--- src/common/fifo_stat_pkg.sv ---
package fifo_stat_pkg;

    // fill count width, sets the upper bound on the queue depth
    localparam int unsigned CNT_WIDTH = 8;

    // status word as seen at ADDR_STATUS
    // msb first: count in [15:8], flags in [7:4], zeros in [3:0]
    typedef struct packed {
        logic [CNT_WIDTH-1:0] usage;     // entries currently held
        logic                 full;      // no free slot left
        logic                 empty;     // nothing to pop
        logic                 alm_full;  // usage >= almost-full threshold
        logic                 alm_empty; // usage <= almost-empty threshold
        logic [3:0]           rsvd;      // reads as zero
    } fifo_status_t;

endpackage

--- src/common/fifo_cfg_pkg.sv ---
package fifo_cfg_pkg;

    // register port geometry
    localparam int unsigned CFG_WIDTH      = 16;
    localparam int unsigned CFG_ADDR_WIDTH = 2;

    // register map
    localparam logic [CFG_ADDR_WIDTH-1:0] ADDR_CFG    = 2'd0; // thresholds, read and write
    localparam logic [CFG_ADDR_WIDTH-1:0] ADDR_STATUS = 2'd1; // live status, read only
    localparam logic [CFG_ADDR_WIDTH-1:0] ADDR_CMD    = 2'd2; // commands, write only

    // one write word, two meanings depending on the address
    typedef union packed {
        // view at ADDR_CFG
        struct packed {
            logic [CFG_WIDTH/2-1:0] alm_full_th;  // upper byte
            logic [CFG_WIDTH/2-1:0] alm_empty_th; // lower byte
        } thr;
        // view at ADDR_CMD
        struct packed {
            logic                   flush;        // bit 15, request a queue flush
            logic [CFG_WIDTH-2:0]   rsvd;         // ignored on write
        } cmd;
    } fifo_cfg_word_u;

endpackage
--- src/common/fifo_ctrl_if.sv ---
interface fifo_ctrl_if import fifo_stat_pkg::*; ();

    // control and status link between register block and queue

    // driven by the register block
    logic                 flush;        // one-cycle flush pulse
    logic [CNT_WIDTH-1:0] alm_full_th;  // run-time almost-full threshold
    logic [CNT_WIDTH-1:0] alm_empty_th; // run-time almost-empty threshold

    // driven by the queue
    logic [CNT_WIDTH-1:0] usage;        // current fill count
    logic                 full;
    logic                 empty;
    logic                 alm_full;
    logic                 alm_empty;

    // register side
    modport regs_mp (
        output flush,
        output alm_full_th,
        output alm_empty_th,
        input  usage,
        input  full,
        input  empty,
        input  alm_full,
        input  alm_empty
    );

    // queue side, directions mirrored
    modport fifo_mp (
        input  flush,
        input  alm_full_th,
        input  alm_empty_th,
        output usage,
        output full,
        output empty,
        output alm_full,
        output alm_empty
    );

endinterface

--- src/rtl/stream_buffer_top.sv ---
module stream_buffer_top import fifo_cfg_pkg::*; #(
    parameter int unsigned DATA_WIDTH   = 32,
    parameter int unsigned DEPTH        = 8,    // 2 to 255
    parameter bit          FALL_THROUGH = 1'b0,
    parameter int unsigned ALM_FULL_TH  = 6,    // reset value, reprogrammable
    parameter int unsigned ALM_EMPTY_TH = 1     // reset value, reprogrammable
) (
    input  logic                      clk_i,
    input  logic                      reset_i,
    // data path
    input  logic                      push_i,
    input  logic [DATA_WIDTH-1:0]     data_i,
    input  logic                      pop_i,
    output logic [DATA_WIDTH-1:0]     data_o,
    // fill flags
    output logic                      full_o,
    output logic                      empty_o,
    output logic                      alm_full_o,
    output logic                      alm_empty_o,
    // register port
    input  logic                      cfg_we_i,
    input  logic [CFG_ADDR_WIDTH-1:0] cfg_addr_i,
    input  logic [CFG_WIDTH-1:0]      cfg_wdata_i,
    output logic [CFG_WIDTH-1:0]      cfg_rdata_o
);

    fifo_ctrl_if ctrl ();

    fifo_regs #(
        .ALM_FULL_TH  (ALM_FULL_TH),
        .ALM_EMPTY_TH (ALM_EMPTY_TH)
    ) i_fifo_regs (
        .clk_i       (clk_i),
        .reset_i     (reset_i),
        .cfg_we_i    (cfg_we_i),
        .cfg_addr_i  (cfg_addr_i),
        .cfg_wdata_i (cfg_wdata_i),
        .cfg_rdata_o (cfg_rdata_o),
        .ctrl        (ctrl.regs_mp)
    );

    fifo_v2 #(
        .DATA_WIDTH   (DATA_WIDTH),
        .DEPTH        (DEPTH),
        .FALL_THROUGH (FALL_THROUGH)
    ) i_fifo_v2 (
        .clk_i   (clk_i),
        .reset_i (reset_i),
        .push_i  (push_i),
        .data_i  (data_i),
        .pop_i   (pop_i),
        .data_o  (data_o),
        .ctrl    (ctrl.fifo_mp)
    );

    // flags straight off the link, no extra stage
    assign full_o      = ctrl.full;
    assign empty_o     = ctrl.empty;
    assign alm_full_o  = ctrl.alm_full;
    assign alm_empty_o = ctrl.alm_empty;

endmodule

--- src/rtl/fifo_regs.sv ---
module fifo_regs
    import fifo_cfg_pkg::*;
    import fifo_stat_pkg::*;
#(
    parameter int unsigned ALM_FULL_TH  = 6, // almost-full threshold after reset
    parameter int unsigned ALM_EMPTY_TH = 1  // almost-empty threshold after reset
) (
    input  logic                      clk_i,
    input  logic                      reset_i,
    input  logic                      cfg_we_i,    // write strobe
    input  logic [CFG_ADDR_WIDTH-1:0] cfg_addr_i,
    input  logic [CFG_WIDTH-1:0]      cfg_wdata_i,
    output logic [CFG_WIDTH-1:0]      cfg_rdata_o, // combinational readback
    fifo_ctrl_if.regs_mp              ctrl
);

    fifo_cfg_word_u wr_word; // incoming word, decoded per address
    fifo_cfg_word_u cfg_word; // threshold readback
    fifo_status_t   status;

    logic                 thr_wr;  // write hits ADDR_CFG
    logic                 cmd_wr;  // write hits ADDR_CMD
    logic [CNT_WIDTH-1:0] alm_full_th_q;
    logic [CNT_WIDTH-1:0] alm_empty_th_q;
    logic                 flush_q; // single-cycle pulse

    assign wr_word = cfg_wdata_i;
    assign thr_wr  = cfg_we_i && (cfg_addr_i == ADDR_CFG);
    assign cmd_wr  = cfg_we_i && (cfg_addr_i == ADDR_CMD);

    always_ff @(posedge clk_i) begin
        if (reset_i) begin
            alm_full_th_q  <= CNT_WIDTH'(ALM_FULL_TH);
            alm_empty_th_q <= CNT_WIDTH'(ALM_EMPTY_TH);
            flush_q        <= 1'b0;
        end else begin
            if (thr_wr) begin
                alm_full_th_q  <= wr_word.thr.alm_full_th;
                alm_empty_th_q <= wr_word.thr.alm_empty_th;
            end
            // high only in the cycle after a command write with the flush bit
            flush_q <= cmd_wr && wr_word.cmd.flush;
        end
    end

    assign ctrl.flush        = flush_q;
    assign ctrl.alm_full_th  = alm_full_th_q;
    assign ctrl.alm_empty_th = alm_empty_th_q;

    // live status assembled from the queue side of the link
    always_comb begin
        status.usage     = ctrl.usage;
        status.full      = ctrl.full;
        status.empty     = ctrl.empty;
        status.alm_full  = ctrl.alm_full;
        status.alm_empty = ctrl.alm_empty;
        status.rsvd      = '0;
    end

    always_comb begin
        cfg_word.thr.alm_full_th  = alm_full_th_q;
        cfg_word.thr.alm_empty_th = alm_empty_th_q;
    end

    always_comb begin
        case (cfg_addr_i)
            ADDR_STATUS: cfg_rdata_o = status;
            ADDR_CFG:    cfg_rdata_o = cfg_word;
            default:     cfg_rdata_o = '0; // command address and unused slot read zero
        endcase
    end

endmodule

--- src/fifo/fifo_v2.sv ---
module fifo_v2 import fifo_stat_pkg::*; #(
    parameter int unsigned DATA_WIDTH   = 32,
    parameter int unsigned DEPTH        = 8,
    parameter bit          FALL_THROUGH = 1'b0
) (
    input  logic                  clk_i,
    input  logic                  reset_i,
    input  logic                  push_i,   // write strobe, dropped when full
    input  logic [DATA_WIDTH-1:0] data_i,
    input  logic                  pop_i,    // read strobe, ignored when empty
    output logic [DATA_WIDTH-1:0] data_o,
    fifo_ctrl_if.fifo_mp          ctrl      // thresholds and flush in, status out
);

    logic [CNT_WIDTH-1:0] usage; // fill count from the core
    logic                 full;
    logic                 empty;

    // almost flags compare against the live thresholds
    assign ctrl.alm_full  = (usage >= ctrl.alm_full_th);
    assign ctrl.alm_empty = (usage <= ctrl.alm_empty_th);

    // status back to the register block
    assign ctrl.usage = usage;
    assign ctrl.full  = full;
    assign ctrl.empty = empty;

    fifo_v3 #(
        .DATA_WIDTH   (DATA_WIDTH),
        .DEPTH        (DEPTH),
        .FALL_THROUGH (FALL_THROUGH)
    ) i_fifo_v3 (
        .clk_i   (clk_i),
        .reset_i (reset_i),
        .flush_i (ctrl.flush), // pulse from the command register
        .push_i  (push_i),
        .data_i  (data_i),
        .pop_i   (pop_i),
        .full_o  (full),
        .empty_o (empty),
        .usage_o (usage),
        .data_o  (data_o)
    );

endmodule

--- src/fifo/fifo_v3.sv ---
module fifo_v3 import fifo_stat_pkg::*; #(
    parameter int unsigned DATA_WIDTH   = 32,   // payload width
    parameter int unsigned DEPTH        = 8,    // entries, 2 to 255
    parameter bit          FALL_THROUGH = 1'b0  // pass data_i through when empty
) (
    input  logic                  clk_i,
    input  logic                  reset_i,   // sync, active high
    input  logic                  flush_i,   // drop all entries at the next edge
    input  logic                  push_i,    // write strobe
    input  logic [DATA_WIDTH-1:0] data_i,
    input  logic                  pop_i,     // read strobe
    output logic                  full_o,
    output logic                  empty_o,
    output logic [CNT_WIDTH-1:0]  usage_o,   // fill count
    output logic [DATA_WIDTH-1:0] data_o     // head of queue
);

    localparam int unsigned ADDR_DEPTH = $clog2(DEPTH);
    localparam logic [ADDR_DEPTH-1:0] LAST_ADDR = ADDR_DEPTH'(DEPTH - 1);
    localparam logic [CNT_WIDTH-1:0]  FULL_CNT  = CNT_WIDTH'(DEPTH);

    logic [DATA_WIDTH-1:0] mem_q [DEPTH]; // storage, no reset needed
    logic [ADDR_DEPTH-1:0] rd_ptr_q, rd_ptr_d;
    logic [ADDR_DEPTH-1:0] wr_ptr_q, wr_ptr_d;
    logic [CNT_WIDTH-1:0]  cnt_q, cnt_d;

    logic bypass;  // empty and fall-through, data_i shows on data_o
    logic push_ok; // push accepted this cycle
    logic pop_ok;  // pop accepted this cycle
    logic wr_en;   // entry actually written to storage
    logic rd_en;   // entry actually removed from storage

    assign bypass  = FALL_THROUGH && (cnt_q == '0) && push_i;
    assign full_o  = (cnt_q == FULL_CNT);
    assign empty_o = (cnt_q == '0) && !bypass;
    assign usage_o = cnt_q;

    // a pop while full frees the slot the push needs
    assign push_ok = push_i && (!full_o || pop_i) && !flush_i;
    assign pop_ok  = pop_i && !empty_o && !flush_i;

    // bypassed word popped in the same cycle never touches storage
    assign wr_en = push_ok && !(bypass && pop_i);
    assign rd_en = pop_ok && !bypass;

    assign data_o = bypass ? data_i : mem_q[rd_ptr_q];

    always_comb begin
        rd_ptr_d = rd_ptr_q;
        wr_ptr_d = wr_ptr_q;
        cnt_d    = cnt_q;

        if (wr_en) begin
            wr_ptr_d = (wr_ptr_q == LAST_ADDR) ? '0 : wr_ptr_q + 1'b1; // wrap at depth
        end
        if (rd_en) begin
            rd_ptr_d = (rd_ptr_q == LAST_ADDR) ? '0 : rd_ptr_q + 1'b1;
        end

        case ({wr_en, rd_en})
            2'b10:   cnt_d = cnt_q + 1'b1;
            2'b01:   cnt_d = cnt_q - 1'b1;
            default: cnt_d = cnt_q; // idle, or push and pop cancel out
        endcase

        // flush wins over any traffic in the same cycle
        if (flush_i) begin
            rd_ptr_d = '0;
            wr_ptr_d = '0;
            cnt_d    = '0;
        end
    end

    always_ff @(posedge clk_i) begin
        if (reset_i) begin
            rd_ptr_q <= '0;
            wr_ptr_q <= '0;
            cnt_q    <= '0;
        end else begin
            rd_ptr_q <= rd_ptr_d;
            wr_ptr_q <= wr_ptr_d;
            cnt_q    <= cnt_d;
        end
    end

    // payload write port
    always_ff @(posedge clk_i) begin
        if (wr_en) begin
            mem_q[wr_ptr_q] <= data_i;
        end
    end

endmodule

--- config.mk ---
export PLATFORM = sky130hd
export DESIGN_NAME = stream_buffer_top
export DESIGN_NICKNAME = d
export VERILOG_FILES = /design/src/common/fifo_stat_pkg.sv /design/src/common/fifo_cfg_pkg.sv /design/src/common/fifo_ctrl_if.sv /design/src/rtl/stream_buffer_top.sv /design/src/rtl/fifo_regs.sv /design/src/fifo/fifo_v2.sv /design/src/fifo/fifo_v3.sv
export SDC_FILE = /design/constraint.sdc
export NUM_CORES = 1
export LEC_CHECK = 0
export ABC_AREA = 1
export CAP_MARGIN = 20
export CORE_ASPECT_RATIO = 1.4
export CORE_MARGIN = 2
export CORE_UTILIZATION = 65
export CTS_BUF_LIST = sky130_fd_sc_hd__clkbuf_2 sky130_fd_sc_hd__clkbuf_4 sky130_fd_sc_hd__clkbuf_8
export DETAILED_ROUTE_END_ITERATION = 10
export DONT_BUFFER_PORTS = 1
export GPL_TIMING_DRIVEN = 0
export PLACE_DENSITY = 0.79
export SLEW_MARGIN = 0
export SYNTH_ARGS = -nofsm -noshare
export SYNTH_HDL_FRONTEND = slang
export SYNTH_SLANG_ARGS = --single-unit
--- constraint.sdc ---
create_clock -name clk_i -period 3.3 [get_ports clk_i]
set_input_delay 0.66 -clock clk_i [delete_from_list [all_inputs] [get_ports clk_i]]
set_output_delay 0.66 -clock clk_i [all_outputs]
set_load 0.005 [all_outputs]
==> reports/metrics.cfg <==
[run_status]
status = complete, no violations

[final_layout]
syn2layout_area_growth_pct = 11.4
final_nets = 1189
drive_gt1_share_pct = 11.4
fillers = 1209
antenna_cells = 0
stdcell_count = 1382

[placement]
portBuffers = 0
gp_congestion = 0.881
dp.cells = 1312
dp_hpwl_microns = 19000

[clocking]
clkSinkCount = 290
clk_latency_ps = 550
cts.clk_slew.worst_paths_ps = 60
cts_resized = 0
cts_buffer_depth = 3
htree_levels = 2
cts_tree = done
clockRootBuffer = clkbuf_8
cts-buffers-inserted = 41
cts_setup_buffers = 0
hold_buffers = 0

[yosys]
synth_cell_types = 38
syn_nets = 1138
async_flop_share_pct = 0
syn_area_sq_um = 12200
synthCells = 1060
postSynthAreaPerCell_sq_um = 11.5
synth_edf_count = 256
synth_flop_cell = edfxtp_1
ys_ff_latch = 290
yosysSeqAreaShare_pct = 68.4
ys.warnings.count = 0

[worst_setup_path]
critPathRequiredTime_ps = 3790
end_kind = flip-flop
r2r-start = i_fifo_v2.i_fifo_v3.usage_o[4]
cp_max_fo = 5
arrival_ps = 3430
reg2reg_to = i_fifo_v2.i_fifo_v3.usage_o[4]
r2r_slack_ps = 360
r2r_cells = 18
critPathLaunchType = flip-flop
setup.worst_path.class = reg2reg

[sta]
finalCritPeriodShare_pct = 89.1
setup_viol = 0
period_minus_slack_ps = 2940
fmax_mhz = 340
clock_skew_ps = 9.39
rsz0062_at_grt = false
holdWs_ps = 187
final_hold_viol_count = 0
slew_viol_final = 0
tightest_slew_ps = 755
max_slew_margin_pct = 49.5

[die]
die_w_microns = 120
core-area_sq_um = 18500
rows = 59
ioPinCount = 107
dieHeight_microns = 166
die_area_sq_um = 19900
start_util_pct = 66.0

[route]
route.vias.total = 8412
dr.pass1.iters = 5
routed_wl_microns = 28900
drc = 0
drt_iter0_markers = 897
routedWlPerCell_microns = 20.9
viasPerCell = 6.09
ant_nets = 0

[global_route]
grt_use_total_pct = 29.0
grt_first_pass_wirelength_microns = 43600
grt_max_degree = 28
antenna_found_initial = 0
grt_pass1_vias = 8473
grt.overflow.total = 0

[worst_hold_path]
hold_start = reset_i
hold_path_depth = 1
hold_end = i_fifo_regs.ctrl.flush
hold_path.class = in2reg

[power]
power_mw = 9.39
leakage_nw = 4.93
vdd_ir_drop_max_mv = 0.601
powerDensity_nw_per_um2 = 689

[job]
cap_viol_max_count = 0

-- cells in the final DEF, fill, tap and decap left out, types with 3 or more instances in the layout --
| cell type | n |
|---|---|
| edfxtp_1 | 256 |
| clkinv_2 | 4 |
| buf_2 | 15 |
| a21oi_1 | 34 |
| clkbuf_4 | 9 |
| buf_1 | 3 |
| buf_16 | 3 |
| clkbuf_8 | 46 |
| clkinv_1 | 7 |
| nor3_2 | 4 |
| buf_12 | 5 |
| nand4_1 | 7 |
| o32ai_1 | 64 |
| buf_4 | 6 |
| o22ai_1 | 9 |
| nor2_4 | 9 |
| nand2_1 | 164 |
| dfxtp_1 | 34 |
| o211ai_1 | 4 |
| ha_1 | 23 |
| o21ai_1 | 4 |
| bufinv_16 | 3 |
| nand3_1 | 15 |
| inv_2 | 4 |
| inv_1 | 56 |
| clkbuf_1 | 26 |
| nor2_2 | 4 |
| clkinvlp_4 | 4 |
| o21ai_0 | 81 |
| buf_6 | 7 |
| nor2_1 | 212 |
-- metrics by stage --
| stage | util (%) | worst slack (ps) | TNS (ps) | instance area [sq um] |
|---|---|---|---|---|
| CTS | 73.5 | 372 | 0 | 13600 |
| detailed placement | 68.9 | 471 | 0 | 12800 |
| finish | 73.5 | 360 | 0 | 13600 |
| floorplan | - | 531 | 0 | 12200 |
| global route | 73.5 | 102 | 0 | 13600 |
| global placement | 67.6 | -845 | -105350 | 12500 |
-- worst max path at each step --
stage                                    from                              end  slack (ps)
2_1_floorplan                           pop_i  i_fifo_v2.i_fifo_v3.mem_q[1][0]         530
3_3_place_gp   i_fifo_v2.i_fifo_v3.usage_o[4]  i_fifo_v2.i_fifo_v3.mem_q[7][8]        -840
3_5_place_dp   i_fifo_v2.i_fifo_v3.usage_o[4]   i_fifo_v2.i_fifo_v3.usage_o[6]         470
4_1_cts                             flip-flop                       data_o[20]         370
5_1_grt        i_fifo_v2.i_fifo_v3.usage_o[4]   i_fifo_v2.i_fifo_v3.usage_o[4]         100
6_report       i_fifo_v2.i_fifo_v3.usage_o[4]   i_fifo_v2.i_fifo_v3.usage_o[4]         360
-- flip-flops by register name, indices dropped and copies added (netlist names), named ones only --
register,count
i_fifo_regs.ctrl.alm_empty_th,8
i_fifo_regs.ctrl.alm_full_th,8
i_fifo_regs.ctrl.flush,1
i_fifo_v2.i_fifo_v3.mem_q,256
i_fifo_v2.i_fifo_v3.rd_ptr_q,3
i_fifo_v2.i_fifo_v3.usage_o,8
i_fifo_v2.i_fifo_v3.wr_ptr_q,3
-- where the power goes --
group / switching (mW) / leakage [nW] / internal, mW
sequential: 0.139 / 2.60 / 4.19
clock: 1.28 / 0.435 / 1.61
combinational: 1.44 / 1.89 / 0.721
-- metal layers --
layer / up-vias / routed length (microns) / track usage [%]
met5: - / 0 / 0
met4: 0 / 1400 / 14.4
met3: 119 / 2460 / 6.08
met2: 472 / 15100 / 52.7
met1: 3954 / 9880 / 31.5
li1: 3867 / - / -
-- critical path: stages (launching register included) --
cell and delay, ps:
dfxtp_1 420, inv_2 170, nand2_2 80, nor3_2 210
nand3_1 200, nand3_2 140, inv_1 110, ha_1 260
inv_1 160, nand2_1 100, nand2_1 60, inv_1 40
ha_1 170, a21oi_1 250, o21bai_1 140, or2_1 220
nand3_1 60, nand2_1 50, inv_1 40
-- cells in the mapped netlist, types with 2 or more instances --
cell type,count,share of area (%)
a21oi_1,34,1.4
buf_1,3,0.092
buf_2,15,0.61
buf_4,6,0.37
buf_6,7,0.64
clkbuf_1,26,0.80
clkinv_1,2,0.061
dfxtp_1,34,5.6
edfxtp_1,256,63
ha_1,23,2.4
inv_1,56,1.7
inv_2,4,0.12
nand2_1,164,5.0
nand3_1,15,0.61
nand3_2,2,0.16
nand3b_1,2,0.12
nand4_1,7,0.36
nor2_1,216,6.6
nor2_2,8,0.41
nor3_2,4,0.33
o211ai_1,4,0.25
o21ai_0,81,3.3
o21ai_1,4,0.16
o22ai_1,9,0.46
o32ai_1,64,4.6
or2_1,2,0.10
-- layout make-up --
type	count	area, sq um	area share (%)
clock inverter	15	154	1.13
buffer	57	308	2.26
sequential	290	8370	61.4
timing repair buffer	8	183	1.34
inverter	63	238	1.75
multi-input combinational	650	3370	24.7
tap	244	305	2.24
clock buffer	55	701	5.14
-- cell families (layout without fill, tap and decap cells) --
kind of cell / count (synthesis) / in the layout / share of synthesized area, %
DFF: 290 / 290 / 68.4
buffers and inverters: 120 / 198 / 4.46
AOI/OAI and AO/OA: 199 / 199 / 10.4
xor gates and xnor gates: 2 / 2 / 0.143
adders and majority gates: 23 / 23 / 2.35
and+or+nand+nor: 426 / 426 / 14.2
(Power assumes the default switching activity.)
